`src/mipsIsaPkg.sv`:
```
package mipsIsaPkg;

	// Data path and register index widths
	localparam int XLEN       = 32;
	localparam int REG_ADDR_W = 5;

	// Instruction field positions
	localparam int OPCODE_MSB = 31;
	localparam int OPCODE_LSB = 26;
	localparam int RS_MSB     = 25;
	localparam int RS_LSB     = 21;
	localparam int RT_MSB     = 20;
	localparam int RT_LSB     = 16;
	localparam int RD_MSB     = 15;
	localparam int RD_LSB     = 11;
	localparam int SHAMT_MSB  = 10;
	localparam int SHAMT_LSB  = 6;
	localparam int FUNCT_MSB  = 5;
	localparam int FUNCT_LSB  = 0;
	localparam int IMM_MSB    = 15;
	localparam int IMM_LSB    = 0;

	// Primary opcodes of the supported subset
	typedef enum logic [OPCODE_MSB:OPCODE_LSB] {
		OP_RTYPE = 6'h00,
		OP_BEQ   = 6'h04,
		OP_BNE   = 6'h05,
		OP_ADDI  = 6'h08,
		OP_ORI   = 6'h0d,
		OP_LW    = 6'h23,
		OP_SW    = 6'h2b
	} opcodeE;

	// Function codes for R-type
	typedef enum logic [FUNCT_MSB:FUNCT_LSB] {
		F_ADD = 6'h20,
		F_SUB = 6'h22,
		F_AND = 6'h24,
		F_OR  = 6'h25,
		F_SLT = 6'h2a
	} functE;

	// Field bit ranges mirror their position in the word
	typedef struct packed {
		logic [OPCODE_MSB:OPCODE_LSB] opcode;
		logic [RS_MSB:RS_LSB]         rs;
		logic [RT_MSB:RT_LSB]         rt;
		logic [RD_MSB:RD_LSB]         rd;
		logic [SHAMT_MSB:SHAMT_LSB]   shamt;
		logic [FUNCT_MSB:FUNCT_LSB]   funct;
	} rFormatT;

	typedef struct packed {
		logic [OPCODE_MSB:OPCODE_LSB] opcode;
		logic [RS_MSB:RS_LSB]         rs;
		logic [RT_MSB:RT_LSB]         rt;
		logic [IMM_MSB:IMM_LSB]       imm;
	} iFormatT;

	typedef union packed {
		rFormatT          r;
		iFormatT          i;
		logic [XLEN-1:0]  word;
	} instrT;

endpackage

```
`src/mipsPipePkg.sv`:
```
package mipsPipePkg;

	// Default data memory depth in words
	localparam int DMEM_WORDS = 64;

	typedef enum logic [2:0] {
		ALU_ADD = 3'd0,
		ALU_SUB = 3'd1,
		ALU_AND = 3'd2,
		ALU_OR  = 3'd3,
		ALU_SLT = 3'd4
	} aluOpE;

	// Operand source for the EX stage
	typedef enum logic [1:0] {
		FWD_NONE = 2'd0,
		FWD_MEM  = 2'd1,
		FWD_WB   = 2'd2
	} fwdSelE;

	// All-zero bundle is a nop
	typedef struct packed {
		logic  regWrite;
		logic  memRead;
		logic  memWrite;
		logic  memToReg;
		logic  aluSrcImm;
		logic  branch;
		logic  branchNe;
		aluOpE aluOp;
	} ctrlT;

	typedef struct packed {
		logic                                  valid;
		ctrlT                                  ctrl;
		logic [mipsIsaPkg::REG_ADDR_W-1:0]     rs;
		logic [mipsIsaPkg::REG_ADDR_W-1:0]     rt;
		logic [mipsIsaPkg::REG_ADDR_W-1:0]     dest;
		logic [mipsIsaPkg::XLEN-1:0]           rsVal;
		logic [mipsIsaPkg::XLEN-1:0]           rtVal;
		logic [mipsIsaPkg::XLEN-1:0]           imm;
		// Needed for the branch target in EX
		logic [mipsIsaPkg::XLEN-1:0]           pc4;
	} idExT;

	typedef struct packed {
		logic                                  valid;
		ctrlT                                  ctrl;
		logic [mipsIsaPkg::REG_ADDR_W-1:0]     dest;
		logic [mipsIsaPkg::XLEN-1:0]           aluResult;
		logic [mipsIsaPkg::XLEN-1:0]           storeData;
	} exMemT;

	typedef struct packed {
		logic                                  valid;
		logic                                  regWrite;
		logic                                  memToReg;
		logic [mipsIsaPkg::REG_ADDR_W-1:0]     dest;
		logic [mipsIsaPkg::XLEN-1:0]           aluResult;
		logic [mipsIsaPkg::XLEN-1:0]           loadData;
	} memWbT;

endpackage

```
`src/mipsDecoder.sv`:
```
`timescale 1ns/100ps

module mipsDecoder (
	input  mipsIsaPkg::instrT           instr_i,
	output mipsPipePkg::ctrlT           ctrl_o,
	output logic [mipsIsaPkg::XLEN-1:0] imm_o
);

	mipsIsaPkg::opcodeE opcode;
	mipsIsaPkg::functE  funct;

	assign opcode = mipsIsaPkg::opcodeE'(instr_i.r.opcode);
	assign funct  = mipsIsaPkg::functE'(instr_i.r.funct);

	always_comb
	begin
		ctrl_o = '0;
		// Sign extension is the common case
		imm_o  = {{(mipsIsaPkg::XLEN - mipsIsaPkg::IMM_MSB - 1){instr_i.i.imm[mipsIsaPkg::IMM_MSB]}},
			instr_i.i.imm};
		case (opcode)
			mipsIsaPkg::OP_RTYPE:
			begin
				ctrl_o.regWrite = 1'b1;
				case (funct)
					mipsIsaPkg::F_ADD: ctrl_o.aluOp = mipsPipePkg::ALU_ADD;
					mipsIsaPkg::F_SUB: ctrl_o.aluOp = mipsPipePkg::ALU_SUB;
					mipsIsaPkg::F_AND: ctrl_o.aluOp = mipsPipePkg::ALU_AND;
					mipsIsaPkg::F_OR:  ctrl_o.aluOp = mipsPipePkg::ALU_OR;
					mipsIsaPkg::F_SLT: ctrl_o.aluOp = mipsPipePkg::ALU_SLT;
					// Shifts and the rest fall back to a nop
					default:           ctrl_o = '0;
				endcase
			end
			mipsIsaPkg::OP_ADDI:
			begin
				ctrl_o.regWrite  = 1'b1;
				ctrl_o.aluSrcImm = 1'b1;
				ctrl_o.aluOp     = mipsPipePkg::ALU_ADD;
			end
			mipsIsaPkg::OP_ORI:
			begin
				ctrl_o.regWrite  = 1'b1;
				ctrl_o.aluSrcImm = 1'b1;
				ctrl_o.aluOp     = mipsPipePkg::ALU_OR;
				imm_o            = {{(mipsIsaPkg::XLEN - mipsIsaPkg::IMM_MSB - 1){1'b0}},
					instr_i.i.imm};
			end
			mipsIsaPkg::OP_LW:
			begin
				ctrl_o.regWrite  = 1'b1;
				ctrl_o.memRead   = 1'b1;
				ctrl_o.memToReg  = 1'b1;
				ctrl_o.aluSrcImm = 1'b1;
				ctrl_o.aluOp     = mipsPipePkg::ALU_ADD;
			end
			mipsIsaPkg::OP_SW:
			begin
				ctrl_o.memWrite  = 1'b1;
				ctrl_o.aluSrcImm = 1'b1;
				ctrl_o.aluOp     = mipsPipePkg::ALU_ADD;
			end
			mipsIsaPkg::OP_BEQ:
			begin
				ctrl_o.branch = 1'b1;
				ctrl_o.aluOp  = mipsPipePkg::ALU_SUB;
			end
			mipsIsaPkg::OP_BNE:
			begin
				ctrl_o.branch   = 1'b1;
				ctrl_o.branchNe = 1'b1;
				ctrl_o.aluOp    = mipsPipePkg::ALU_SUB;
			end
			default: ctrl_o = '0;
		endcase
	end

endmodule

```
`config.mk`:
```
export PLATFORM = sky130hd
export DESIGN_NAME = mipsDecoder
export DESIGN_NICKNAME = d
export VERILOG_FILES = /design/src/mipsIsaPkg.sv /design/src/mipsPipePkg.sv /design/src/mipsDecoder.sv
export SDC_FILE = /design/constraint.sdc
export NUM_CORES = 1
export LEC_CHECK = 0
export BUFFER_PORTS_ARGS = -buffer_cell sky130_fd_sc_hd__clkbuf_2
export CAP_MARGIN = 20
export CORE_MARGIN = 8
export CORE_UTILIZATION = 27
export DETAILED_ROUTE_END_ITERATION = 16
export GPL_ROUTABILITY_DRIVEN = 0
export MAX_ROUTING_LAYER = met4
export PLACE_DENSITY_LB_ADDON = 0.08
export RECOVER_POWER = 50
export SYNTH_ARGS = -nofsm -noshare
export SYNTH_HDL_FRONTEND = slang
export SYNTH_SLANG_ARGS = --single-unit
```
`constraint.sdc`:
```
create_clock -name vclk -period 1.4
set_clock_uncertainty 0.2 [all_clocks]
set_input_delay 0.14 -clock vclk [all_inputs]
set_output_delay 0.14 -clock vclk [all_outputs]
set_load 0.05 [all_outputs]
```
After elaboration in Yosys (flattened, before gate mapping):

Cells that the tools add are included.

* flip-flop bits (word level): 0
* output and inout bits: 42
* bits of input ports: 32
* word-level logic and storage cells: 27

* mux-type cells: 11
* reductions and logical operators: 5
* eq/ne operators: 11

Operators by type and width (number)
* $eq A6 B6 Y1 const B: 7
* $mux W32: 1
* $pmux W1 S2: 7
* $eq A6 B3 Y1 const B: 2
* $eq A6 B4 Y1 const B: 2
* $pmux W3 S4: 1
* $pmux W3 S3: 1
* $mux W7: 1
* $logic_not A6 Y1: 1
* $reduce_or A5 Y1: 1
* $reduce_or A4 Y1: 1
* $reduce_or A3 Y1: 1
* $reduce_or A2 Y1: 1

Depth between registers and ports, before layout:

* depth in word-level cells: 4
* depth in mapped cells: 4
* depth with buffers taken out: 3

Worst setup path before layout:

OpenSTA, ideal clock, no wires.

* path kind: input -> output
* start point: input instr_i[31] (netlist name)
* end point: output ctrl_o[5] (netlist name)
* buffers on the path: 0
* arrival: 2493 ps
* path slack: -1433 ps
* stages: 3
* data required time: 1060 ps
* path through: nand3_1 nor4b_1 or2_1

RTL lines
* start, declared: line mipsDecoder.sv:4 `input mipsIsaPkg::instrT instr_i,`
* end, declared: line mipsDecoder.sv:5 `output mipsPipePkg::ctrlT ctrl_o,`

==> results by group <==
Run status
  – Run status: complete, but fails checks
  – Failing checks: setup timing

Setup path
  – Worst EP required: 1.06 ns
  – WS Path Type: primary input to output pin
  – Peak fanout along the critical path: 3
  – Signal arrival time at the worst endpoint: 1.24 ns
  – Crit start category: primary input
  – Critical path capture point type: output pin

STA
  – Worst Max-Slew Pin Slew: 0.397 ns
  – Final period utilization: 113%
  – Max Transition Viols Final: 0
  – Fin worst setup slack: -0.177 ns
  – Final hold slack: 0.0800 ns
  – Max_slew headroom: 73.4%
  – Final hold vios: 0
  – Final count of negative-setup-slack endpoints: 25
  – Setup repair after global routing missed its margin: true
  – Post-route minimum period: 1.58 ns
  – Achievable Freq: 0.634 GHz

Global route
  – Wire length of the first global-routing pass: 2910 µm
  – Pin count of the biggest net entering global routing: 9
  – Via count of the first global-routing pass: 584
  – Number of antenna violations at the first check in global routing: 0
  – Overflow left after global routing: 0
  – Total routing usage reported by global routing: 10.6%

Power
  – Max IR drop VDD: 222 µV
  – Static Leak: 0.000549 µW
  – Power per cell area: 367 nW/µm²

Place
  – Post-place instance area: 856 µm²
  – Cell Count Post-Placement: 109
  – Count of input and output buffers: 46
  – DPL Wire Length: 1420 µm
  – Setup slack at placement: -0.267 ns

Hold path
  – Worst hold path class: primary input to output pin
  – Min-delay src: instr_i[10]
  – Sink of the worst hold path: imm_o[10]
  – Hold Path Depth: 0

Cells and area
  – Layout sequential cell count: 0
  – Fin util: 74.1%
  – # clk buffers: 0
  – Post-route cell area: 1250 µm²
  – Non-filler cells, final: 114
  – Fraction of final layout cells with drive strength greater than 1: 91.8%
  – Area growth syn-to-layout: 167%
  – Number of nets in the layout: 131
  – Diodes inserted: 0
  – Register area: 0 µm²

Synth
  – Post-Syn Area per Cell: 7.33 µm²
  – Sequential area share after synthesis: 0%
  – Summed instance area of the synthesized netlist: 469 µm²
  – Dominant cells by area after synthesis: buf_4 (51%), nor4b_1 (3.7%), nand3_1 (3.2%)
  – Library cells used by synthesis: 26
  – Cell type contributing the most total cell area after synthesis: buf_4
  – Gate count after technology mapping: 64
  – Synth Net Count: 96
  – Fraction of synthesized cell area taken by the top area cell type: 51.2%
  – Count of yosys warnings during synthesis: 0

Job
  – Max Cap Violations: 0

Floorplanning
  – Starting Density: 27.8%
  – Number of placement rows: 15
  – Core Area: 1690 µm²
  – Floorplan die height: 57.7 µm
  – Ports: 74
  – Die footprint: 3330 µm²
  – Die width: 57.7 µm

Drt
  – Final routed wirelength across all metal layers: 1940 µm
  – Number of remaining DRC errors: 0
  – Via Count: 552
  – Number of detailed-route iterations in the first pass: 2
  – Average wire per cell in the routed design: 17.0 µm
  – Count of antenna-violating nets left after detailed routing: 0
  – DR iter-0 viols: 2
  – Routed vias/inst: 4.84

Clocking
  – Hold-fix buffer count after cts: 0
-- synth_stat cells (2+ instances only) --
| master | instances |
|---|---|
| nor2_1 | 3 |
| buf_4 | 32 |
| or3_1 | 2 |
| nor3b_1 | 2 |
| nand3_1 | 3 |
| nor4b_1 | 2 |
-- power by group --
group,switching (µW),leakage (µW),total [µW],internal (µW)
logic,256,0.000549,459,203
registers,0,0,0,0
clock network,0,0,0,0
-- final cells by class --
type                       instances  area [µm²]
fill                             113         437
multi-input combinational         32         408
tap                               17        21.3
timing repair buffer              65         823
-- repair_timing --
action,4_1_cts,5_1_grt
gates cloned,1,0
setup buffers,2,2
endpoints found under the setup margin,25,26
pin swaps,7,7
gates resized for setup,49,23
hold endpoints to repair,0,0
-- metrics by stage --
stage	setup TNS, ns	power, µW
2_1_floorplan	-1.73	352
3_3_place_gp	-3.80	334
3_5_place_dp	-3.97	335
4_1_cts	-3.03	433
5_1_grt	-3.54	478
6_report	-2.95	459
-- layer usage --
metal	track usage, %	wire length [µm]	up-vias	share of wire (%)
met5	-	0	-	0
met4	0.350	0	0	0
met3	3.53	194	0	10
met2	20.1	1030	32	53
met1	10.9	709	261	37
li1	-	-	259	-
-- cell families after synthesis --
logic type | Yosys count | share of synthesized area, %
AOI/OAI and AO/OA | 5 | 7.47
buffers and inverters | 33 | 53.6
muxes | 1 | 2.13
and+or+nand+nor | 24 | 34.9
xor gates and xnor gates | 1 | 1.87
-- critical path, stage by stage --
cell      delay [ns]
clkbuf_2        0.11
or4b_1          0.53
o22ai_2         0.17
or2_4           0.16
buf_12          0.12
-- worst max-delay path by stage --
stage | from | endpoint | slack (ns) | cells past startpoint
final | instr_i[27] | ctrl_o[5] | -0.18 | 5
after global routing | instr_i[27] | ctrl_o[5] | -0.20 | 5
after CTS | instr_i[27] | ctrl_o[5] | -0.17 | 5
after detailed placement | instr_i[27] | ctrl_o[5] | -0.27 | 5
after global placement | instr_i[27] | ctrl_o[5] | -0.27 | 5
after floorplan | instr_i[31] | ctrl_o[5] | -0.21 | 3
-- layout by cell type, fill, tap and decap left out, drive strengths merged, types with 2 or more instances in the layout --
master,n
nor4,2
nor4b,2
or3,2
buf,39
nand3,3
o21a,2
clkbuf,26
nor2,3
nor3b,2
(Power assumes the default switching activity.)
