File: config.mk
export PLATFORM = sky130hd
export DESIGN_NAME = mipsExecute
export DESIGN_NICKNAME = d
export VERILOG_FILES = /design/src/mipsIsaPkg.sv /design/src/mipsPipePkg.sv /design/src/mipsExecute.sv
export SDC_FILE = /design/constraint.sdc
export NUM_CORES = 1
export LEC_CHECK = 0
export BUFFER_PORTS_ARGS = -buffer_cell sky130_fd_sc_hd__buf_2
export CORE_ASPECT_RATIO = 1.4
export CORE_MARGIN = 2
export CORE_UTILIZATION = 48
export DETAILED_ROUTE_END_ITERATION = 10
export PLACE_DENSITY = 0.84
export SLEW_MARGIN = 25
export SYNTH_ARGS = -nofsm -noshare
export SYNTH_HDL_FRONTEND = slang
export SYNTH_SLANG_ARGS = --single-unit
File: constraint.sdc
create_clock -name vclk -period 4.4
set_clock_uncertainty 0.1 [all_clocks]
set_input_delay 0.44 -clock vclk [all_inputs]
set_output_delay 0.44 -clock vclk [all_outputs]
set_load 0.005 [all_outputs]
File: src/mipsIsaPkg.sv
package mipsIsaPkg;

	// Data path and register index widths
	localparam int XLEN       = 32;
	localparam int REG_ADDR_W = 5;

	// Instruction field positions
	localparam int OPCODE_MSB = 31;
	localparam int OPCODE_LSB = 26;
	localparam int RS_MSB     = 25;
	localparam int RS_LSB     = 21;
	localparam int RT_MSB     = 20;
	localparam int RT_LSB     = 16;
	localparam int RD_MSB     = 15;
	localparam int RD_LSB     = 11;
	localparam int SHAMT_MSB  = 10;
	localparam int SHAMT_LSB  = 6;
	localparam int FUNCT_MSB  = 5;
	localparam int FUNCT_LSB  = 0;
	localparam int IMM_MSB    = 15;
	localparam int IMM_LSB    = 0;

	// Primary opcodes of the supported subset
	typedef enum logic [OPCODE_MSB:OPCODE_LSB] {
		OP_RTYPE = 6'h00,
		OP_BEQ   = 6'h04,
		OP_BNE   = 6'h05,
		OP_ADDI  = 6'h08,
		OP_ORI   = 6'h0d,
		OP_LW    = 6'h23,
		OP_SW    = 6'h2b
	} opcodeE;

	// Function codes for R-type
	typedef enum logic [FUNCT_MSB:FUNCT_LSB] {
		F_ADD = 6'h20,
		F_SUB = 6'h22,
		F_AND = 6'h24,
		F_OR  = 6'h25,
		F_SLT = 6'h2a
	} functE;

	// Field bit ranges mirror their position in the word
	typedef struct packed {
		logic [OPCODE_MSB:OPCODE_LSB] opcode;
		logic [RS_MSB:RS_LSB]         rs;
		logic [RT_MSB:RT_LSB]         rt;
		logic [RD_MSB:RD_LSB]         rd;
		logic [SHAMT_MSB:SHAMT_LSB]   shamt;
		logic [FUNCT_MSB:FUNCT_LSB]   funct;
	} rFormatT;

	typedef struct packed {
		logic [OPCODE_MSB:OPCODE_LSB] opcode;
		logic [RS_MSB:RS_LSB]         rs;
		logic [RT_MSB:RT_LSB]         rt;
		logic [IMM_MSB:IMM_LSB]       imm;
	} iFormatT;

	typedef union packed {
		rFormatT          r;
		iFormatT          i;
		logic [XLEN-1:0]  word;
	} instrT;

endpackage

File: src/mipsPipePkg.sv
package mipsPipePkg;

	// Default data memory depth in words
	localparam int DMEM_WORDS = 64;

	typedef enum logic [2:0] {
		ALU_ADD = 3'd0,
		ALU_SUB = 3'd1,
		ALU_AND = 3'd2,
		ALU_OR  = 3'd3,
		ALU_SLT = 3'd4
	} aluOpE;

	// Operand source for the EX stage
	typedef enum logic [1:0] {
		FWD_NONE = 2'd0,
		FWD_MEM  = 2'd1,
		FWD_WB   = 2'd2
	} fwdSelE;

	// All-zero bundle is a nop
	typedef struct packed {
		logic  regWrite;
		logic  memRead;
		logic  memWrite;
		logic  memToReg;
		logic  aluSrcImm;
		logic  branch;
		logic  branchNe;
		aluOpE aluOp;
	} ctrlT;

	typedef struct packed {
		logic                                  valid;
		ctrlT                                  ctrl;
		logic [mipsIsaPkg::REG_ADDR_W-1:0]     rs;
		logic [mipsIsaPkg::REG_ADDR_W-1:0]     rt;
		logic [mipsIsaPkg::REG_ADDR_W-1:0]     dest;
		logic [mipsIsaPkg::XLEN-1:0]           rsVal;
		logic [mipsIsaPkg::XLEN-1:0]           rtVal;
		logic [mipsIsaPkg::XLEN-1:0]           imm;
		// Needed for the branch target in EX
		logic [mipsIsaPkg::XLEN-1:0]           pc4;
	} idExT;

	typedef struct packed {
		logic                                  valid;
		ctrlT                                  ctrl;
		logic [mipsIsaPkg::REG_ADDR_W-1:0]     dest;
		logic [mipsIsaPkg::XLEN-1:0]           aluResult;
		logic [mipsIsaPkg::XLEN-1:0]           storeData;
	} exMemT;

	typedef struct packed {
		logic                                  valid;
		logic                                  regWrite;
		logic                                  memToReg;
		logic [mipsIsaPkg::REG_ADDR_W-1:0]     dest;
		logic [mipsIsaPkg::XLEN-1:0]           aluResult;
		logic [mipsIsaPkg::XLEN-1:0]           loadData;
	} memWbT;

endpackage

File: src/mipsExecute.sv
`timescale 1ns/100ps

module mipsExecute (
	input  mipsPipePkg::idExT           idEx_i,
	input  logic [mipsIsaPkg::XLEN-1:0] memFwd_i,
	input  logic [mipsIsaPkg::XLEN-1:0] wbFwd_i,
	input  mipsPipePkg::fwdSelE         fwdA_i,
	input  mipsPipePkg::fwdSelE         fwdB_i,
	output logic [mipsIsaPkg::XLEN-1:0] aluResult_o,
	output logic [mipsIsaPkg::XLEN-1:0] storeData_o,
	output logic                        branchTaken_o,
	output logic [mipsIsaPkg::XLEN-1:0] branchTarget_o
);

	logic [mipsIsaPkg::XLEN-1:0] opA;
	logic [mipsIsaPkg::XLEN-1:0] rtFwd;
	logic [mipsIsaPkg::XLEN-1:0] opB;
	logic                        operandsEqual;

	function automatic logic [mipsIsaPkg::XLEN-1:0] fwdMux(
		input mipsPipePkg::fwdSelE         sel,
		input logic [mipsIsaPkg::XLEN-1:0] regVal,
		input logic [mipsIsaPkg::XLEN-1:0] memVal,
		input logic [mipsIsaPkg::XLEN-1:0] wbVal
	);
		case (sel)
			mipsPipePkg::FWD_MEM: return memVal;
			mipsPipePkg::FWD_WB:  return wbVal;
			default:              return regVal;
		endcase
	endfunction

	assign opA   = fwdMux(fwdA_i, idEx_i.rsVal, memFwd_i, wbFwd_i);
	assign rtFwd = fwdMux(fwdB_i, idEx_i.rtVal, memFwd_i, wbFwd_i);
	assign opB   = idEx_i.ctrl.aluSrcImm ? idEx_i.imm : rtFwd;

	// Store data always comes from rt, never the immediate
	assign storeData_o = rtFwd;

	always_comb
	begin
		case (idEx_i.ctrl.aluOp)
			mipsPipePkg::ALU_ADD: aluResult_o = opA + opB;
			mipsPipePkg::ALU_SUB: aluResult_o = opA - opB;
			mipsPipePkg::ALU_AND: aluResult_o = opA & opB;
			mipsPipePkg::ALU_OR:  aluResult_o = opA | opB;
			mipsPipePkg::ALU_SLT:
				aluResult_o = {{(mipsIsaPkg::XLEN - 1){1'b0}}, $signed(opA) < $signed(opB)};
			default:              aluResult_o = '0;
		endcase
	end

	// Branch compares rs against forwarded rt
	assign operandsEqual = (opA == rtFwd);
	assign branchTaken_o = idEx_i.valid && idEx_i.ctrl.branch
		&& (idEx_i.ctrl.branchNe ? !operandsEqual : operandsEqual);

	// Word offset relative to the delay-free pc4
	assign branchTarget_o = idEx_i.pc4 + {idEx_i.imm[mipsIsaPkg::XLEN-3:0], 2'b00};

endmodule

After elaboration in Yosys (flattened, before gate mapping)
Index checks and enable logic that the tools add are counted.
- register bits: 0
- bits of input ports: 222
- output and inout bits: 97
- word-level logic and storage cells: 24
- add/sub/neg operators: 3
- order comparisons: 1
- equal/unequal tests: 9
- muxes and demuxes: 5
- bitwise logic cells: 2
- reduce and logical (&&, ||, !) cells: 4
- operators with widths (kind ; count):
    one-hot mux 32 bit (5 select lines) ; 1
    one-hot mux 32 bit (2 select lines) ; 2
    adder 32 bit ; 2
    AND 32 bit ; 1
    == test 32 bit ; 1
    < comparator 32 bit ; 1
    2-to-1 mux 32 bit ; 1
    OR 32 bit ; 1
    subtractor 32 bit ; 1
    == test 3 x 2 -> 1 bit (second input constant) ; 2
    == test 2 x 1 -> 1 bit (second input constant) ; 2
    == test 2 bit (second input constant) ; 2
    == test 3 x 1 -> 1 bit (second input constant) ; 1
    == test 3 bit (second input constant) ; 1
    logical NOT 3 bit ; 1
    logical AND 1 bit ; 2
    logical NOT 1 bit ; 1
    2-to-1 mux 1 bit ; 1

Depth between registers and ports, before layout
- depth after elaboration: 6
- gate-level depth with buffers: 19
- gate-level depth less buffers: 18

Worst setup path before layout
No wires, ideal clock.
- path kind: input port to output port
- start: in fwdB_i[0]
- end: out aluResult_o[30] in the netlist's numbering
- arrival: 4206 ps
- required time: 3860 ps
- setup slack: -346 ps
- cell stages on the path: 19
- buffers on the path: 2
- cells stage by stage: inv_1 -> ha_1 -> clkbuf_1 -> buf_1 -> nand2_1 -> o21a_1 -> o21ai_0 -> ha_1 -> inv_1 -> fa_1 -> nor2b_1 -> o211ai_1 -> a21oi_2 -> or2_4 -> a31oi_4 -> o31a_1 -> o41a_1 -> o211a_1 -> o22ai_1
- word-level cells in the longest chain between the ends: 5
- elaborated cells on any way between the ends: 9
- classes of those cells: add/sub (2); eq/ne (2); mux (3); bitwise (2)
- ends and longest elaborated chain (element ; line ; source):
    start, declared ; mipsExecute.sv:8 ; input mipsPipePkg::fwdSelE fwdB_i,
    == test 2 bit / == test 2 x 1 -> 1 bit (equally long branches) ; mipsExecute.sv:26 ; case (sel)
    one-hot mux 32 bit (2 select lines) * ; mipsExecute.sv:26 ;
    2-to-1 mux 32 bit * ; mipsExecute.sv:35 ; assign opB = idEx_i.ctrl.aluSrcImm ? idEx_i.imm : rtFwd;
    subtractor 32 bit, or another cell as far along ; mipsExecute.sv:44 ; mipsPipePkg::ALU_SUB: aluResult_o = opA - opB;
    one-hot mux 32 bit (5 select lines) * ; mipsExecute.sv:42 ; case (idEx_i.ctrl.aluOp)
    end, declared ; mipsExecute.sv:9 ; output logic [mipsIsaPkg::XLEN-1:0] aluResult_o,
Every way passes the cells marked *; elsewhere a longest branch is shown, timed or not.

Worst setup path after layout
- start: in fwdB_i[0]
- end: out aluResult_o[11] in the netlist's numbering
The elaborated chain is that of the path after synthesis.

==> impl_metrics.ini <==
[critical_path]
cpMostUsedCell = buf_4
crit_path_start_kind = input pin
critical_path_buf_inv_count = 9
crit_required_ns = 3.86
worst-path-max-fanout = 7
slowest_delay_ns = 0.41
arrival_ns = 3.98
cp_cell_sequence = buf_8 -> inv_4 -> ha_4 -> buf_4 -> nand2_1 -> o21a_1 -> o21ai_1 -> buf_4 -> buf_4 -> inv_1 -> ha_1 -> a2111oi_4 -> a2111oi_4 -> buf_4 -> o31ai_1 -> o21ai_0 -> xnor2_1 -> nor2_1 -> a211oi_2 -> buf_4 -> buf_2
setup.worst_path.end_class = output port
crit_family = compound AO/OA/AOI/OAI gates
cpMaxStageDelayCell = a2111oi_4
worstSetupPathType = in -> out

[detailed_routing]
wl_per_cell_um = 20.3
vias = 12800
viasPerCell = 6.01
drt_first_pass_iters = 7
drtIter0Drc = 1395
totalWireLength_mm = 43.4
drc_errors = 0
ant_nets = 0

[logic_synthesis]
synth-seq-area-share = 0
yosys_warnings = 0
synth_top_area_frac = 0.199
avgSynthCellArea_um2 = 6.41
netlist-cell-type-count = 81
synth_nets = 1725
yosys.area.top_type = ha_1
synth_cells = 1361
synthTopCellsByArea = ha_1, a21oi_1, xnor2_1
netlist_area_um2 = 8720

[floorplan]
start_util = 0.487
die_h_um = 163
ios = 319
die_area_um2 = 19300
core_um2 = 17900
die_x_um = 118
placementRows = 58

[grt]
grt_use_total = 0.418
antenna_found_initial = 5
grt_pass1_wl_mm = 64.5
grt_overflow_total = 0
grt_pass1_vias = 12300
grt_max_degree = 48

[place]
place_inst = 2109
port_buffers = 296
gp_congestion = 1.11
dpl_cell_area_um2 = 12400
dp_hpwl_mm = 35.8

[finish]
mostFrequentLayoutCells = buf_4, buf_2, inv_1, a21oi_1, ha_1
register_area_um2 = 0
stdcell_count = 2138
fin_area_um2 = 13200
final_common_cell = buf_4
final_nets = 2259
clkbuf_count = 0
drive_gt1_frac = 0.390
finish.utilization = 0.737
area_growth_pct = 51.5
seq_cell_count = 0

[power]
power_mw = 2.88
peakVddDrop_uv = 92.1
powerDensity_nw_per_um2 = 218
p_leak_nw = 6.79

[timing]
hold-worst-slack_ns = 0.780
slew_viol_final = 0
worst_slew_pin_slew_ns = 0.619
finalWorstSetupSlack_ns = -0.124
setup_viol = 12
hold_viol = 0
post-route-min-period_ns = 4.52
slew-limit-headroom = 0.587
period_share = 1.03
max_clock_freq_ghz = 0.221
rsz0062_at_grt = yes

[worst_hold_path]
hp-class = in -> out

[status]
status = finished, violations left
violations = negative setup slack

[run]
cap_violations = 0

[cts]
hold_buffers = 0
final timing paths:
| check | depth (start not counted) | start | endpoint | slack [ns] |
|---|---|---|---|---|
| hold / removal | 0 | idEx_i[0] | branchTarget_o[0] | 0.78 |
| setup / recovery | 21 | fwdB_i[0] | aluResult_o[11] | -0.12 |
metrics by stage:
step | TNS (ns) | setup WS, ns
after floorplan | -0.137 | -0.0746
after global routing | -3.21 | -0.383
after global placement | -4.91 | -0.466
after CTS | -0.189 | -0.0629
after detailed placement | -4.93 | -0.436
final | -0.683 | -0.124
kinds of logic after synthesis:
kind of cell | synth area share
and+or+nand+nor | 0.195
adders and majority gates | 0.206
buffers and inverters | 0.105
AOI/OAI and AO/OA | 0.392
xor gates and xnor gates | 0.0864
muxes | 0.0152
final cells by class:
cell class	instances	area [µm²]
Antenna cell	5	12.5
Fill cell	1516	4710
Inverter	154	583
Multi-Input combinational cell	1129	8320
Tap cell	240	300
Timing Repair Buffer	610	4000
power breakdown:
part	internal (mW)	switching [mW]
Sequential	0	0
Clock	0.000000152	0
Combinational	1.34	1.54
routing by layer:
metal / up-vias / share of wire / GRT usage / wire length, µm
met5: - / 0 / 0 / 0
met3: 180 / 0.098 / 0.0663 / 4260
met4: 0 / 0.067 / 0.238 / 2920
li1: 5910 / - / - / -
met2: 823 / 0.46 / 0.706 / 19900
met1: 5935 / 0.38 / 0.501 / 16300
cell usage after synthesis (11+ instances only):
| master | number |
|---|---|
| nor3_1 | 24 |
| o211ai_1 | 13 |
| nor2b_1 | 12 |
| o21ai_0 | 85 |
| xnor2_1 | 75 |
| o21ai_1 | 18 |
| nor4_1 | 12 |
| a21oi_1 | 150 |
| a211oi_1 | 22 |
| nand3_1 | 17 |
| inv_2 | 13 |
| o21bai_1 | 18 |
| o21a_1 | 34 |
| mux2i_1 | 11 |
| ha_1 | 139 |
| nand4_1 | 16 |
| clkbuf_1 | 46 |
| a22oi_1 | 68 |
| inv_1 | 140 |
| nor2_1 | 115 |
| xor2_1 | 11 |
| nand2b_1 | 12 |
| buf_2 | 18 |
| nand2_1 | 123 |
| a31oi_1 | 13 |
| a21o_1 | 28 |
repair_timing:
action                                  4_1_cts  5_1_grt
endpoints found under the setup margin       21       24
gates resized for setup                      77       68
pin swaps                                    37       13
setup buffers                                19        6
Note: power is estimated with default switching activity, not from simulation.
