$ cat src/mipsIsaPkg.sv
package mipsIsaPkg;

	// Data path and register index widths
	localparam int XLEN       = 32;
	localparam int REG_ADDR_W = 5;

	// Instruction field positions
	localparam int OPCODE_MSB = 31;
	localparam int OPCODE_LSB = 26;
	localparam int RS_MSB     = 25;
	localparam int RS_LSB     = 21;
	localparam int RT_MSB     = 20;
	localparam int RT_LSB     = 16;
	localparam int RD_MSB     = 15;
	localparam int RD_LSB     = 11;
	localparam int SHAMT_MSB  = 10;
	localparam int SHAMT_LSB  = 6;
	localparam int FUNCT_MSB  = 5;
	localparam int FUNCT_LSB  = 0;
	localparam int IMM_MSB    = 15;
	localparam int IMM_LSB    = 0;

	// Primary opcodes of the supported subset
	typedef enum logic [OPCODE_MSB:OPCODE_LSB] {
		OP_RTYPE = 6'h00,
		OP_BEQ   = 6'h04,
		OP_BNE   = 6'h05,
		OP_ADDI  = 6'h08,
		OP_ORI   = 6'h0d,
		OP_LW    = 6'h23,
		OP_SW    = 6'h2b
	} opcodeE;

	// Function codes for R-type
	typedef enum logic [FUNCT_MSB:FUNCT_LSB] {
		F_ADD = 6'h20,
		F_SUB = 6'h22,
		F_AND = 6'h24,
		F_OR  = 6'h25,
		F_SLT = 6'h2a
	} functE;

	// Field bit ranges mirror their position in the word
	typedef struct packed {
		logic [OPCODE_MSB:OPCODE_LSB] opcode;
		logic [RS_MSB:RS_LSB]         rs;
		logic [RT_MSB:RT_LSB]         rt;
		logic [RD_MSB:RD_LSB]         rd;
		logic [SHAMT_MSB:SHAMT_LSB]   shamt;
		logic [FUNCT_MSB:FUNCT_LSB]   funct;
	} rFormatT;

	typedef struct packed {
		logic [OPCODE_MSB:OPCODE_LSB] opcode;
		logic [RS_MSB:RS_LSB]         rs;
		logic [RT_MSB:RT_LSB]         rt;
		logic [IMM_MSB:IMM_LSB]       imm;
	} iFormatT;

	typedef union packed {
		rFormatT          r;
		iFormatT          i;
		logic [XLEN-1:0]  word;
	} instrT;

endpackage

$ cat src/mipsPipePkg.sv
package mipsPipePkg;

	// Default data memory depth in words
	localparam int DMEM_WORDS = 64;

	typedef enum logic [2:0] {
		ALU_ADD = 3'd0,
		ALU_SUB = 3'd1,
		ALU_AND = 3'd2,
		ALU_OR  = 3'd3,
		ALU_SLT = 3'd4
	} aluOpE;

	// Operand source for the EX stage
	typedef enum logic [1:0] {
		FWD_NONE = 2'd0,
		FWD_MEM  = 2'd1,
		FWD_WB   = 2'd2
	} fwdSelE;

	// All-zero bundle is a nop
	typedef struct packed {
		logic  regWrite;
		logic  memRead;
		logic  memWrite;
		logic  memToReg;
		logic  aluSrcImm;
		logic  branch;
		logic  branchNe;
		aluOpE aluOp;
	} ctrlT;

	typedef struct packed {
		logic                                  valid;
		ctrlT                                  ctrl;
		logic [mipsIsaPkg::REG_ADDR_W-1:0]     rs;
		logic [mipsIsaPkg::REG_ADDR_W-1:0]     rt;
		logic [mipsIsaPkg::REG_ADDR_W-1:0]     dest;
		logic [mipsIsaPkg::XLEN-1:0]           rsVal;
		logic [mipsIsaPkg::XLEN-1:0]           rtVal;
		logic [mipsIsaPkg::XLEN-1:0]           imm;
		// Needed for the branch target in EX
		logic [mipsIsaPkg::XLEN-1:0]           pc4;
	} idExT;

	typedef struct packed {
		logic                                  valid;
		ctrlT                                  ctrl;
		logic [mipsIsaPkg::REG_ADDR_W-1:0]     dest;
		logic [mipsIsaPkg::XLEN-1:0]           aluResult;
		logic [mipsIsaPkg::XLEN-1:0]           storeData;
	} exMemT;

	typedef struct packed {
		logic                                  valid;
		logic                                  regWrite;
		logic                                  memToReg;
		logic [mipsIsaPkg::REG_ADDR_W-1:0]     dest;
		logic [mipsIsaPkg::XLEN-1:0]           aluResult;
		logic [mipsIsaPkg::XLEN-1:0]           loadData;
	} memWbT;

endpackage

$ cat src/mipsDataMem.sv
`timescale 1ns/100ps

module mipsDataMem #(
	parameter int DEPTH = mipsPipePkg::DMEM_WORDS
) (
	input  logic                        clk_i,
	input  logic                        rst_i,
	input  logic                        we_i,
	input  logic [mipsIsaPkg::XLEN-1:0] addr_i,
	input  logic [mipsIsaPkg::XLEN-1:0] wData_i,
	output logic [mipsIsaPkg::XLEN-1:0] rData_o
);

	logic [mipsIsaPkg::XLEN-1:0] mem [DEPTH];
	logic [$clog2(DEPTH)-1:0]    wordIdx;

	// Byte address to word index, wrapping at the depth
	assign wordIdx = addr_i[2 +: $clog2(DEPTH)];

	always_ff @(posedge clk_i)
	begin
		if (rst_i)
			mem <= '{default: '0};
		else if (we_i)
			mem[wordIdx] <= wData_i;
	end

	assign rData_o = mem[wordIdx];

endmodule

$ cat config.mk
export PLATFORM = sky130hd
export DESIGN_NAME = mipsDataMem
export DESIGN_NICKNAME = d
export VERILOG_FILES = /design/src/mipsIsaPkg.sv /design/src/mipsPipePkg.sv /design/src/mipsDataMem.sv
export SDC_FILE = /design/constraint.sdc
export NUM_CORES = 2
export LEC_CHECK = 0
export ABC_AREA = 0
export BUFFER_PORTS_ARGS = -buffer_cell sky130_fd_sc_hd__buf_2
export CORE_MARGIN = 3
export CORE_UTILIZATION = 65
export CTS_CLUSTER_DIAMETER = 30
export DETAILED_ROUTE_END_ITERATION = 12
export GPL_ROUTABILITY_DRIVEN = 0
export PLACE_DENSITY = 0.94
export SYNTH_ARGS = -nofsm -noshare
export SYNTH_HDL_FRONTEND = slang
export SYNTH_SLANG_ARGS = --single-unit
export TNS_END_PERCENT = 1
$ cat constraint.sdc
create_clock -name clk_i -period 3.51 [get_ports clk_i]
set_clock_uncertainty 0.15 [all_clocks]
set_input_delay 0.1755 -clock clk_i [delete_from_list [all_inputs] [get_ports clk_i]]
set_output_delay 0.1755 -clock clk_i [all_outputs]
set_load 0.005 [all_outputs]
==> run metrics, run 1 <==
total clock sinks 2,048; clock root cell clkbuf_16; placed wire-length estimate after detailed placement 214,700 um; Post-CTS Setup Bufs 0; post-synthesis cell type count 61; count of boundary I/O pins 99; first-pass GRT wire length 861,600 um; Synth Warn # 0; mean instance size in the synthesized netlist 7.618 um2; TritonCTS buffer count 374; Async S/R FF share, synth 0; GRT Overall Usage 0.8106; stage at which the run stopped 5_1_grt; remaining global-route overflow 1,136; number of H-tree levels 5; First Error [ERROR GRT-0116] Global routing finished with congestion. Check the congestion regions in the DRC Viewer.; Syn Inst Count between 10,000 and 15,000; number of buffers between clock root and the deepest sink 4; Net Count, Synth 11,601; Die W 373.7 um; netlist area before placement 87,860 um2; result of the run aborted with a tool error; initial cell density of the core 0.6567; fraction of the yosys area taken by sequential cells 0.4666; synthesized flop and latch total 2,048; area of placed instances between 90,000 and 100,000 um2; via count of the first global-routing pass 125,065; floorplan die height 373.7 um; EDFF count, synth 0; maximum number of pins on one net before global-route repair 138; Post-synth top flop dfxtp_1; buffers added on ports between 70 and 80; placement row count 134
## synth_stat cells (5+ instances only)
cell       number  area, um2
clkbuf_1      804       3018
o221ai_1        9      78.83
nand3_1        77      385.4
nor2_1        115      431.7
nand3b_1      124      930.9
a41oi_1        15      131.4
nor3_1          7      35.03
mux2i_1        41      410.4
nand4_1        17      106.4
nand2_1      4214      15820
o41ai_1        23      201.4
a221o_1        52      520.5
dfxtp_1      2048      41000
a21oi_1      2209      11060
a31oi_1         5      31.28
mux4_2         30      675.7
mux2_1          6      67.56
nor2b_1         9      56.30
and3_1         31      193.9
or3b_2         67      586.8
a221oi_1      536       4695
a22o_1         36      315.3
or4_1           6      45.04
nand2b_1        5      31.28
o21ai_0       106      530.5
buf_1          40      150.1
o41a_1          8      90.09
o22a_1         13      113.9
nor3b_1        31      232.7
buf_4          27      202.7
a222oi_1       13      130.1
a22oi_1        94      705.7
buf_6          11      123.9
mux2_2         98       1104
o2111ai_1       6      52.55
o2bb2ai_1      26      227.7
buf_2         350       1752
o22ai_1       123      769.5
and3b_1        57      499.2
## metal layers
layer	global-route usage	GRT overflow
met1	0.8033	147
met2	0.8837	442
met3	0.7690	172
met4	0.7741	350
met5	0.6576	25
## logic make-up after synthesis
logic type / share of synthesized area
flip-flops: 0.4666
buffers and inverters: 0.05994
multiplexers: 0.02586
AND/OR/NAND/NOR: 0.2215
AO/OA/AOI/OAI: 0.2261
## through the flow
stage / TNS (ps) / setup WS [ps] / instances
floorplan: 0 / 1250 / 11534
global placement: -870.1 / -749.5 / 12741
detailed placement: -853.4 / -708.3 / 12741
CTS: -358.1 / -150.1 / 13445
## repair_timing
item                       in CTS
setup endpoints to repair      16
hold endpoints to repair     1520
pin swaps                       7
gates resized for setup        39
hold buffers                   37
==> run 2, diff against run 1 <==
--- a/config.mk
+++ b/config.mk
@@ -8,11 +8,10 @@
 export ABC_AREA = 0
 export BUFFER_PORTS_ARGS = -buffer_cell sky130_fd_sc_hd__buf_2
 export CORE_MARGIN = 3
-export CORE_UTILIZATION = 65
-export CTS_CLUSTER_DIAMETER = 30
+export CORE_UTILIZATION = 40
 export DETAILED_ROUTE_END_ITERATION = 12
 export GPL_ROUTABILITY_DRIVEN = 0
-export PLACE_DENSITY = 0.94
+export PLACE_DENSITY_LB_ADDON = 0.15
 export SYNTH_ARGS = -nofsm -noshare
 export SYNTH_HDL_FRONTEND = slang
 export SYNTH_SLANG_ARGS = --single-unit
==> run metrics, run 2 <==
result of the run finished with violations (was aborted with a tool error); violations in the final reports slew limit, setup timing; EDFF count, synth 0 (unchanged); largest cells by area after synthesis dfxtp_1 47%, nand2_1 18%, a21oi_1 13% (unchanged); Worst Path Max Fanout 2; met3 GRT Util 0.07599; count of boundary I/O pins 99 (unchanged); worst supply voltage drop on vdd 443.4 uV; source-to-sink clock delay at the later pin of the worst-skew pair 910 ps; Async S/R FF share, synth 0 (unchanged); drt first-iter violations between 10,000 and 15,000; number of failing setup endpoints in the final timing report 10; most frequent cell after synthesis nand2_1 (unchanged); total clock sinks 2,048 (unchanged); Simple-Gate Fraction of Synth Area 0.2215 (unchanged); XOR/XNOR share of the synthesized area 0 (unchanged); Synth Area in Compound Gates 0.2261 (unchanged); Largest regs mem: 2048 flops; remaining global-route overflow 0; CTS tree yes; crit path launch type flop; Post-DRT Antenna Nets 0; placement row count 171 (was 134); normalized max-slew margin -0.07318; pwr dens approximately 500 nW/um2; placed wire-length estimate after detailed placement 240,500 um (was 214,700 um); detail-routed via count per cell 6.159; area of placed instances 93,340 um2 (was 91,290 um2); layout cell share with drive strength beyond 1 0.1205; most instantiated cells after synthesis 4,214 x nand2_1, 2,209 x a21oi_1, 2,048 x dfxtp_1 (unchanged); main combinational cell family by area after synthesis compound AO/OA/AOI/OAI gates (unchanged); RSZ-0062 raised after global routing yes; floorplan die height 474.7 um (was 373.7 um); leakage power total 32.61 nW; most frequent standard cell in the layout excluding fill and tap cells nand2_1; worst min-delay path category primary input to flop; shortest period the worst path allows just over 4000 ps; maximum number of pins on one net before global-route repair 174; multiplexer fraction of the synthesized cell area 0.02586 (unchanged); Fill cells 21,155; synthesized flop and latch total 2,048 (unchanged); area fraction of the dominant cell type after synthesis 0.4666 (unchanged); layout overhead on the synthesized area 15.68%; Syn Inst Count 11,534 (unchanged); cell area after layout 101,600 um2; post-synthesis cell type count 61 (unchanged); via count of the first global-routing pass about 82,000; fraction of the yosys area taken by sequential cells 0.4666 (unchanged); clock root cell clkbuf_16 (unchanged); minimum setup slack in the final design -587.4 ps; slew of the pin with the lowest slew margin 1610 ps; Final nets 11,314; first-pass GRT wire length 578,500 um; global routing met1 resource utilization 0.4525; Post-synth top flop dfxtp_1 (unchanged); register containing the most flip-flops in the final layout mem; Post-CTS Setup Bufs 0 (unchanged); routed wire length 404,100 um; initial antenna violation count 33; mean instance size in the synthesized netlist 7.618 um2 (unchanged); Peak Freq 0.2441 GHz; type of the setup path with the least slack flop to primary output; number of buffers between clock root and the deepest sink 3 (was 4); floorplan core area 217,800 um2; flip-flop count of the largest register after layout 2,048; Clk pin slew, worst setup/hold paths roughly 60 ps; number of H-tree levels 4 (was 5); netlist area before placement 87,860 um2 (unchanged); initial cell density of the core 0.4034 (was 0.6567); final worst path period share 1.167; DR pass1 iterations 7; Pins Over Slew Limit 1; Max Cap Violations 0; Die W 474.7 um (was 373.7 um); GRT Overall Usage 0.3455; Final Hold Vio Count 0; count of unresolved DRC violations after routing 0; required time at the worst-slack endpoint between 3000 and 4000 ps; worst-case setup slack after placement -902.5 ps (was -708.3 ps); Synth Warn # 0 (unchanged); met2 global-route usage 0.5226; most frequent cells in the layout 4,214 x nand2_1, 2,208 x a21oi_1, 2,044 x dfxtp_1; Vias 88,058; average routed wire per standard cell ~28 um; Top Usage Layer GRT met2; area leader, netlist dfxtp_1 (unchanged); Data arrival, critical path ~3800 ps; Critical Path Sink Type primary output; buffers added on ports 72 (unchanged); total die area 225,300 um2; final-layout worst hold slack around 66 ps; TritonCTS buffer count 219 (was 374); Net Count, Synth 11,601 (unchanged); adder-cell share of the synthesized area 0 (unchanged)
-- run 2: repair_timing --
item / 4_1_cts / 5_1_grt
pin swaps: 12 / 13
endpoints found under the hold margin: 1806 / 0
setup endpoints to repair: 15 / 18
resized for setup: 48 / 26
hold buffers: 35 / 0
-- run 2: path summary, 6_finish.rpt --
check             from    endpoint  slack (ps)  cells past startpoint
max          mem[1991]  rData_o[7]        -590                      5
min          addr_i[6]   mem[2030]          70                      7
max reg2reg   mem[539]    mem[539]        2140                      3
min reg2reg  mem[2026]   mem[2026]         300                      2
-- run 2: per-layer routing --
| metal | vias up | part of all wire |
|---|---|---|
| li1 | 38863 | - |
| met1 | 43009 | 0.40 |
| met2 | 5130 | 0.43 |
| met3 | 1040 | 0.11 |
| met4 | 16 | 0.065 |
| met5 | - | 0.00027 |
-- run 2: through the flow --
step           power, mW  setup TNS [ps]  instances    util
2_1_floorplan      25.77               0      11534       -
3_3_place_gp       27.80           -2283      13846  0.4285
3_5_place_dp       27.82           -2284      13846  0.4285
4_1_cts            51.75          -944.9      14282  0.4658
5_1_grt            52.88           -1068      14286  0.4665
6_report           51.79           -1603      14298  0.4667
-- run 2: final cells by class --
type                       count  area (um2)  area share
multi-input combinational   8249       42560      0.4187
clock inverter                64       967.2    0.009516
timing repair buffer         725        6952     0.06839
clock buffer                 338        6518     0.06412
inverter                       4       30.03   0.0002954
antenna                       16       40.04   0.0003939
tap                         2854        3571     0.03513
sequential                  2048       41000      0.4034
-- run 2: kinds of logic (layout without fill, tap and decap cells) --
kind of cell	Yosys count	count (layout)
and+or+nand+nor	4775	4775
DFF	2048	2048
muxes	176	176
other	0	16
buffers and inverters	1237	1131
AOI/OAI and AO/OA	3298	3298
-- run 2: report_power, final --
part,total (mW),internal (mW),leakage (nW),switching [mW]
Clock,24.2,13.9,3.66,10.3
Sequential,23.4,23.3,16.5,0.0482
Combinational,4.16,1.04,12.5,3.12
Total,51.8,38.3,32.6,13.5
-- run 2: critical path: stages, from the launching register on --
cell	delay [ps]
dfxtp_1	320
a221oi_1	290
o22ai_1	210
a222oi_1	1360
nand4_1	440
buf_2	260
No activity file was read; power rests on OpenSTA's default activity.
