===== src/mipsIsaPkg.sv =====
package mipsIsaPkg;

	// Data path and register index widths
	localparam int XLEN       = 32;
	localparam int REG_ADDR_W = 5;

	// Instruction field positions
	localparam int OPCODE_MSB = 31;
	localparam int OPCODE_LSB = 26;
	localparam int RS_MSB     = 25;
	localparam int RS_LSB     = 21;
	localparam int RT_MSB     = 20;
	localparam int RT_LSB     = 16;
	localparam int RD_MSB     = 15;
	localparam int RD_LSB     = 11;
	localparam int SHAMT_MSB  = 10;
	localparam int SHAMT_LSB  = 6;
	localparam int FUNCT_MSB  = 5;
	localparam int FUNCT_LSB  = 0;
	localparam int IMM_MSB    = 15;
	localparam int IMM_LSB    = 0;

	// Primary opcodes of the supported subset
	typedef enum logic [OPCODE_MSB:OPCODE_LSB] {
		OP_RTYPE = 6'h00,
		OP_BEQ   = 6'h04,
		OP_BNE   = 6'h05,
		OP_ADDI  = 6'h08,
		OP_ORI   = 6'h0d,
		OP_LW    = 6'h23,
		OP_SW    = 6'h2b
	} opcodeE;

	// Function codes for R-type
	typedef enum logic [FUNCT_MSB:FUNCT_LSB] {
		F_ADD = 6'h20,
		F_SUB = 6'h22,
		F_AND = 6'h24,
		F_OR  = 6'h25,
		F_SLT = 6'h2a
	} functE;

	// Field bit ranges mirror their position in the word
	typedef struct packed {
		logic [OPCODE_MSB:OPCODE_LSB] opcode;
		logic [RS_MSB:RS_LSB]         rs;
		logic [RT_MSB:RT_LSB]         rt;
		logic [RD_MSB:RD_LSB]         rd;
		logic [SHAMT_MSB:SHAMT_LSB]   shamt;
		logic [FUNCT_MSB:FUNCT_LSB]   funct;
	} rFormatT;

	typedef struct packed {
		logic [OPCODE_MSB:OPCODE_LSB] opcode;
		logic [RS_MSB:RS_LSB]         rs;
		logic [RT_MSB:RT_LSB]         rt;
		logic [IMM_MSB:IMM_LSB]       imm;
	} iFormatT;

	typedef union packed {
		rFormatT          r;
		iFormatT          i;
		logic [XLEN-1:0]  word;
	} instrT;

endpackage


===== src/mipsPipePkg.sv =====
package mipsPipePkg;

	// Default data memory depth in words
	localparam int DMEM_WORDS = 64;

	typedef enum logic [2:0] {
		ALU_ADD = 3'd0,
		ALU_SUB = 3'd1,
		ALU_AND = 3'd2,
		ALU_OR  = 3'd3,
		ALU_SLT = 3'd4
	} aluOpE;

	// Operand source for the EX stage
	typedef enum logic [1:0] {
		FWD_NONE = 2'd0,
		FWD_MEM  = 2'd1,
		FWD_WB   = 2'd2
	} fwdSelE;

	// All-zero bundle is a nop
	typedef struct packed {
		logic  regWrite;
		logic  memRead;
		logic  memWrite;
		logic  memToReg;
		logic  aluSrcImm;
		logic  branch;
		logic  branchNe;
		aluOpE aluOp;
	} ctrlT;

	typedef struct packed {
		logic                                  valid;
		ctrlT                                  ctrl;
		logic [mipsIsaPkg::REG_ADDR_W-1:0]     rs;
		logic [mipsIsaPkg::REG_ADDR_W-1:0]     rt;
		logic [mipsIsaPkg::REG_ADDR_W-1:0]     dest;
		logic [mipsIsaPkg::XLEN-1:0]           rsVal;
		logic [mipsIsaPkg::XLEN-1:0]           rtVal;
		logic [mipsIsaPkg::XLEN-1:0]           imm;
		// Needed for the branch target in EX
		logic [mipsIsaPkg::XLEN-1:0]           pc4;
	} idExT;

	typedef struct packed {
		logic                                  valid;
		ctrlT                                  ctrl;
		logic [mipsIsaPkg::REG_ADDR_W-1:0]     dest;
		logic [mipsIsaPkg::XLEN-1:0]           aluResult;
		logic [mipsIsaPkg::XLEN-1:0]           storeData;
	} exMemT;

	typedef struct packed {
		logic                                  valid;
		logic                                  regWrite;
		logic                                  memToReg;
		logic [mipsIsaPkg::REG_ADDR_W-1:0]     dest;
		logic [mipsIsaPkg::XLEN-1:0]           aluResult;
		logic [mipsIsaPkg::XLEN-1:0]           loadData;
	} memWbT;

endpackage


===== src/mipsHazardUnit.sv =====
`timescale 1ns/100ps

module mipsHazardUnit (
	input  logic [mipsIsaPkg::REG_ADDR_W-1:0] idRs_i,
	input  logic [mipsIsaPkg::REG_ADDR_W-1:0] idRt_i,
	input  mipsPipePkg::idExT                 idEx_i,
	input  mipsPipePkg::exMemT                exMem_i,
	input  mipsPipePkg::memWbT                memWb_i,
	input  logic                              branchTaken_i,
	output logic                              stall_o,
	output logic                              flush_o,
	output mipsPipePkg::fwdSelE               fwdA_o,
	output mipsPipePkg::fwdSelE               fwdB_o
);

	logic memWrites;
	logic wbWrites;

	// Producers that will write a nonzero register
	assign memWrites = exMem_i.valid && exMem_i.ctrl.regWrite && exMem_i.dest != '0;
	assign wbWrites  = memWb_i.valid && memWb_i.regWrite && memWb_i.dest != '0;

	// Younger producer in MEM wins over WB
	function automatic mipsPipePkg::fwdSelE selectSrc(
		input logic [mipsIsaPkg::REG_ADDR_W-1:0] src
	);
		if (memWrites && exMem_i.dest == src)
			return mipsPipePkg::FWD_MEM;
		else if (wbWrites && memWb_i.dest == src)
			return mipsPipePkg::FWD_WB;
		else
			return mipsPipePkg::FWD_NONE;
	endfunction

	always_comb
	begin
		fwdA_o = selectSrc(idEx_i.rs);
		fwdB_o = selectSrc(idEx_i.rt);
	end

	// Load result is not ready for the next instruction in EX
	assign stall_o = idEx_i.valid && idEx_i.ctrl.memRead && idEx_i.dest != '0
		&& (idEx_i.dest == idRs_i || idEx_i.dest == idRt_i);

	assign flush_o = branchTaken_i;

endmodule


===== config.mk =====
export PLATFORM = sky130hd
export DESIGN_NAME = mipsHazardUnit
export DESIGN_NICKNAME = d
export VERILOG_FILES = /design/src/mipsIsaPkg.sv /design/src/mipsPipePkg.sv /design/src/mipsHazardUnit.sv
export SDC_FILE = /design/constraint.sdc
export NUM_CORES = 1
export LEC_CHECK = 0
export BUFFER_PORTS_ARGS = -buffer_cell sky130_fd_sc_hd__buf_4
export CORE_AREA = 2 2 126 128
export DETAILED_ROUTE_END_ITERATION = 10
export DIE_AREA = 0 0 128 130
export PLACE_DENSITY_LB_ADDON = 0.12
export SYNTH_ARGS = -nofsm -noshare
export SYNTH_HDL_FRONTEND = slang
export SYNTH_SLANG_ARGS = --single-unit

===== constraint.sdc =====
create_clock -name vclk -period 1.86
set_input_delay 0.279 -clock vclk [all_inputs]
set_output_delay 0.279 -clock vclk [all_outputs]
set_load 0.02 [all_outputs]

Yosys cells after proc, flatten, opt, wreduce, memory -nomap -nowiden. Index checks and enable logic that the tools add are counted.

Logic and storage cells: 25. Bits of input ports: 317. Bits in registers: 0.

Equal/unequal tests: 6. Reduce and logical (&&, ||, !) cells: 15. Multiplexer cells: 4.

Operators by type and width (count): $eq 5x5->1 (6); $reduce_bool 5->1 (3); $logic_and 1x1->1 (11); $mux 2 (4); $logic_or 1x1->1 (1).

Depth between registers and ports, before layout. Gate-level depths: netlist of the first run.

Depth in word-level cells: 5. Depth in mapped cells: 4.

Worst setup path before layout of the first run. No wires, ideal clock.

Path kind: input to output. From: input port exMem_i[67] (netlist name). To: output port fwdA_o[1]. Setup slack: -0.081 ns. Stages on the path: 4. Path buffers: 0. Arrival: 1.662 ns. Cell sequence: or4_1 > o211ai_2 > nor4_1 > nor4_2.

Cells in the longest elaborated chain, start to end: 4. Elaborated cells between the ends (all ways): 5.

Ends and longest elaborated chain: start, declared (RTL line mipsHazardUnit.sv:7) `input mipsPipePkg::exMemT exMem_i,`; $reduce_bool 5->1 (RTL line mipsHazardUnit.sv:20) `assign memWrites = exMem_i.valid && exMem_i.ctrl.regWrite && exMem_i.dest != '0;`; $logic_and 1x1->1 (RTL line mipsHazardUnit.sv:20); $logic_and 1x1->1 * (RTL line mipsHazardUnit.sv:27) `if (memWrites && exMem_i.dest == src)`; $mux 2 * (RTL line mipsHazardUnit.sv:27); end, declared (RTL line mipsHazardUnit.sv:12) `output mipsPipePkg::fwdSelE fwdA_o,`.

Mark *: on every way between the ends. The rest lies on a longest branch, timed or not.

Worst setup path in the final report of the first run.
From: input port exMem_i[65] (netlist name). To: output port fwdA_o[1].

Same word-level chain as after synthesis.

==> results.py, run 1 <==
metrics = {
    "worst_setup_path": {
        "path_max_fanout": 2,
        "cp-startpoint": "exMem_i[65]",
        "required_ns": 1.58,
        "worstSetupPathType": "input pin to output pin",
        "cp.arrival_ns": 1.63,
        "endpoint_kind": "output pin",
        "cp-start-kind": "input pin",
    },
    "yosys": {
        "netlist_area_um2": 408,
        "ys_top_cells_by_area": "xor2_1, xnor2_1, or4_1, nor4_2, nand3_1",
        "netlist_top_cells_count": "xor2_1, xnor2_1, or4_1",
        "synth_top_family_by_area": "XOR/XNOR gates",
        "synth-compound-area-share": 0.0798,
        "yosysWarnings": 0,
        "synth_nets": 367,
        "synthCells": 50,
        "synth_mux_area_frac": 0,
        "synth_xor_xnor_area_share": 0.644,
        "syn_area_per_cell_um2": 8.16,
        "synthDistinctLibCells": 11,
        "ys_seq_area_frac": 0,
        "synth_top_cell_by_area": "xor2_1",
        "synthSimpleGateAreaFrac": 0.258,
        "synth.most_common_cell": "xor2_1",
        "yosysTopAreaCellShare": 0.429,
        "synthAdderAreaFrac": 0,
    },
    "hold_path": {
        "whs_path_depth": 0,
        "holdCritStartpoint": "branchTaken_i",
        "hp-class": "input pin to output pin",
    },
    "timing": {
        "hold_viol": 0,
        "worstMarginPinSlew_ns": 0.496,
        "worst_slack_ns": -0.0533,
        "hold_ws_ns": 0.558,
        "rsz0062_at_grt": "yes",
        "fmax_mhz": 523,
        "slew_headroom": 0.667,
        "fin_setup_tns_ns": -0.0721,
        "slew_viol_final": 0,
        "min_period_over_period": 1.03,
        "layout_min_cycle_time_ns": 1.91,
        "setup_violations": 2,
    },
    "floorplan": {
        "dieHeight_um": 130,
        "rows": 46,
        "die_area_um2": 16600,
        "io-pin-count": 323,
        "die_w_um": 128,
        "initial_core_util": 0.0264,
        "core_area_um2": 15400,
    },
    "place": {
        "io_buffers": 46,
        "place_area_um2": 1100,
        "dp.cells": 302,
        "gp_congestion": 0.621,
        "dp_hpwl_um": 2410,
    },
    "drt": {
        "drc": 0,
        "firstDrtPassIters": 4,
        "ant_nets": 0,
        "drtIter0Drc": 13,
        "post_drt_wl_per_cell_um": 8.27,
        "via_per_inst": 1.91,
        "num_vias": 578,
        "totalWireLength_um": 2510,
    },
    "final_layout": {
        "register_area_um2": 0,
        "postLayoutCoreUtil": 0.0768,
        "fin_cells": 303,
        "final_cell_area_um2": 1180,
        "nets": 430,
        "nClkBuffers": 0,
        "diodes": 0,
        "syn_to_final_growth_pct": 190,
        "final_layout_size_suffix_gt1_frac": 0.649,
        "design.seq.count": 0,
    },
    "global_route": {
        "globalRouteTotalUtil": 0.0288,
        "grt_pass1_wl_um": 3690,
        "globalRouteMet1Util": 0.0482,
        "met2_usage": 0.0381,
        "antenna_found_initial": 0,
        "grt_pass1_vias": 595,
        "grt_overflow": 0,
        "top_usage_layer": "met1",
        "grt_max_degree": 4,
        "gr-usage-met3": 0.00656,
    },
    "pwr": {
        "vdd_drop_max_v": 0.0000468,
        "leakagePower_nw": 0.446,
        "powerDensity_nw_per_um2": 177,
    },
    "status": {
        "status": "finished with violations",
        "violations": "negative setup slack",
    },
    "flow_run": {
        "maxCapViolations": 0,
    },
}
==> worst max-delay path: stages <==
cell and delay (ns):
buf_6 0.09, or4_4 0.53, o211ai_4 0.25, nor4_4 0.07, nor4_4 0.22, buf_4 0.18
==> metal layers <==
layer | up-vias | share of wire | wire length (µm)
li1 | 302 | - | -
met1 | 244 | 0.55 | 1380
met2 | 32 | 0.36 | 908
met3 | 0 | 0.088 | 221
met4 | 0 | 0 | 0
met5 | - | 0 | 0
==> area by class of cell <==
cell class | count | area [µm²]
fillers | 1816 | 14200
multi-input cells | 49 | 472
well taps | 192 | 240
repair buffers | 62 | 473
==> final timing paths <==
kind	endpoint	slack [ns]
worst min-delay path	flush_o	0.56
worst max-delay path	fwdA_o[1]	-0.05
==> power by group <==
| group | switching [mW] | internal [mW] |
|---|---|---|
| clock network | 0 | 0 |
| registers | 0 | 0 |
| logic | 0.0888 | 0.121 |
| total | 0.0888 | 0.121 |
==> layout by cell type, fill, tap and decap left out <==
master    count
buf_4        60
xor2_1       20
xnor2_1       9
or4_4         3
nand3_1       3
nor4_4        3
nor3_1        2
or4_1         2
o211ai_1      2
buf_6         2
o211ai_4      1
nor4_2        1
a21oi_1       1
xnor2_2       1
nand3_2       1
==> repair_timing <==
item | 4_1_cts | 5_1_grt
buffers inserted | 1 | 0
setup endpoints to repair | 3 | 3
hold buffers | 0 | 0
resized for setup | 7 | 6
pin swaps | 5 | 4
==> through the flow <==
stage	setup WS (ns)	total power [mW]
floorplan	0.0485	0.0621
global placement	-0.172	0.193
detailed placement	-0.169	0.193
CTS	-0.0667	0.206
global route	-0.0936	0.230
finish	-0.0533	0.210
==> cell families (layout without fill, tap and decap cells) <==
kind of cell / Yosys count / after routing
AOI/OAI and AO/OA: 4 / 4
xor gates and xnor gates: 30 / 30
buffers and inverters: 1 / 62
and+or+nand+nor: 15 / 15
Power figures use the tool's default switching activity.
==> run 2: changes to the inputs <==
- GPL_TIMING_DRIVEN: not set -> 0
==> run 2 against run 1 <==
  * The flow still finishes with violations (negative setup slack)
  * Hold slack improved by 0.20 ns
  * Global-route usage is 0.069 points lower
  * Power fell by 1.3%
  * Via count increased by 2.4%
  * Setup slack better by 0.022 ns
  * Critical path type unchanged
  * Sequential share of layout area stayed put
==> results.py, run 2 (synthesis results as in run 1) <==
metrics = {
    "drt": {
        "ant_nets": 0,
        "firstDrtPassIters": 2,
        "totalWireLength_um": 2520,
        "post_drt_wl_per_cell_um": 8.57,
        "num_vias": 592,
        "drc": 0,
        "via_per_inst": 2.01,
        "drtIter0Drc": 11,
    },
    "timing": {
        "slew_viol_final": 0,
        "hold_ws_ns": 0.756,
        "layout_min_cycle_time_ns": 1.89,
        "setup_violations": 2,
        "fmax_mhz": 529,
        "worstMarginPinSlew_ns": 0.301,
        "worst_slack_ns": -0.0316,
        "min_period_over_period": 1.02,
        "hold_viol": 0,
        "slew_headroom": 0.798,
        "fin_setup_tns_ns": -0.0594,
        "rsz0062_at_grt": "yes",
    },
    "pwr": {
        "pwr-share-clk": 0,
        "p_sw_mw": 0.0916,
        "power.total_mw": 0.207,
        "powerDensity_nw_per_um2": 182,
        "p_int_mw": 0.116,
        "vdd_drop_max_v": 0.0000684,
        "seqPwrFrac": 0,
        "leakagePower_nw": 0.407,
        "power_frac_comb": 1.000,
        "p_sw_frac": 0.442,
    },
    "worst_setup_path": {
        "cp.arrival_ns": 1.61,
        "endpoint_kind": "output pin",
        "required_ns": 1.58,
        "cp-start-kind": "input pin",
        "path_max_fanout": 3,
        "worstSetupPathType": "input pin to output pin",
    },
    "final_layout": {
        "design.seq.count": 0,
        "diodes": 0,
        "register_area_um2": 0,
        "syn_to_final_growth_pct": 179,
        "nClkBuffers": 0,
        "final_layout_size_suffix_gt1_frac": 0.598,
        "mostFrequentLayoutCells": "buf_4, xor2_1, xnor2_1",
        "final_common_cell": "buf_4",
        "nets": 421,
        "final_cell_area_um2": 1140,
        "multi_input_comb_area_um2": 468,
        "n_fill_cell": 1816,
    },
    "global_route": {
        "grt_overflow": 0,
        "globalRouteTotalUtil": 0.0281,
        "antenna_found_initial": 0,
        "grt_max_degree": 4,
        "grt_pass1_wl_um": 3550,
        "grt_pass1_vias": 579,
    },
    "floorplan": {
        "die_area_um2": 16600,
        "die_w_um": 128,
        "initial_core_util": 0.0264,
        "core_area_um2": 15400,
        "io-pin-count": 323,
        "rows": 46,
        "dieHeight_um": 130,
    },
    "hold_path": {
        "hp-class": "input pin to output pin",
    },
    "flow_run": {
        "maxCapViolations": 0,
    },
    "status": {
        "status": "finished with violations",
        "violations": "negative setup slack",
    },
    "clock_network": {
        "ctsHoldBuffers": 0,
    },
    "place": {
        "io_buffers": 47,
        "place_area_um2": 1000,
        "gp_congestion": 0.609,
    },
}
run 2: layer usage:
metal,global-route usage,vias up,share of wire
met5,0,-,0
li1,-,285,-
met1,0.0463,275,0.53
met2,0.0396,32,0.39
met4,0,0,0
met3,0.00451,0,0.083
run 2: power by group through the flow:
| stage | clock network, mW | registers (mW) | logic [mW] |
|---|---|---|---|
| 4_1_cts | 0 | 0 | 0.203 |
| 3_5_place_dp | 0 | 0 | 0.178 |
| 5_1_grt | 0 | 0 | 0.226 |
| 2_1_floorplan | 0 | 0 | 0.0621 |
| 3_3_place_gp | 0 | 0 | 0.178 |
| 6_report | 0 | 0 | 0.207 |
run 2: cell type report:
cell class | instances | area share
Tap cell | 192 | 0.211
Timing Repair Buffer | 52 | 0.372
Multi-Input combinational cell | 49 | 0.411
Buffer | 1 | 0.00659
run 2: what timing repair did:
action                                  4_1_cts  5_1_grt
setup buffers                                 2        3
hold endpoints to repair                      0        0
resized for setup                            15        4
pin swaps                                    10        4
endpoints found under the setup margin        2        2
gates cloned                                  0        0
run 2: per-stage QoR:
stage | std cells | worst slack, ns | util
2_1_floorplan | 50 | 0.0485 | -
3_3_place_gp | 289 | -0.230 | 0.0649
3_5_place_dp | 289 | -0.199 | 0.0649
4_1_cts | 291 | -0.0158 | 0.0711
5_1_grt | 294 | -0.0836 | 0.0739
6_report | 294 | -0.0316 | 0.0739
run 2: worst max-delay path: stages:
cell      delay (ns)
buf_8           0.10
or4_4           0.54
o211ai_4        0.22
buf_6           0.13
nor4_4          0.04
nor4_4          0.13
buf_4           0.18
run 2: path summary, 6_finish.rpt:
path | cells after the start | to | slack [ns] | startpoint
max | 7 | fwdB_o[1] | -0.03 | exMem_i[67]
min | 2 | flush_o | 0.76 | branchTaken_i
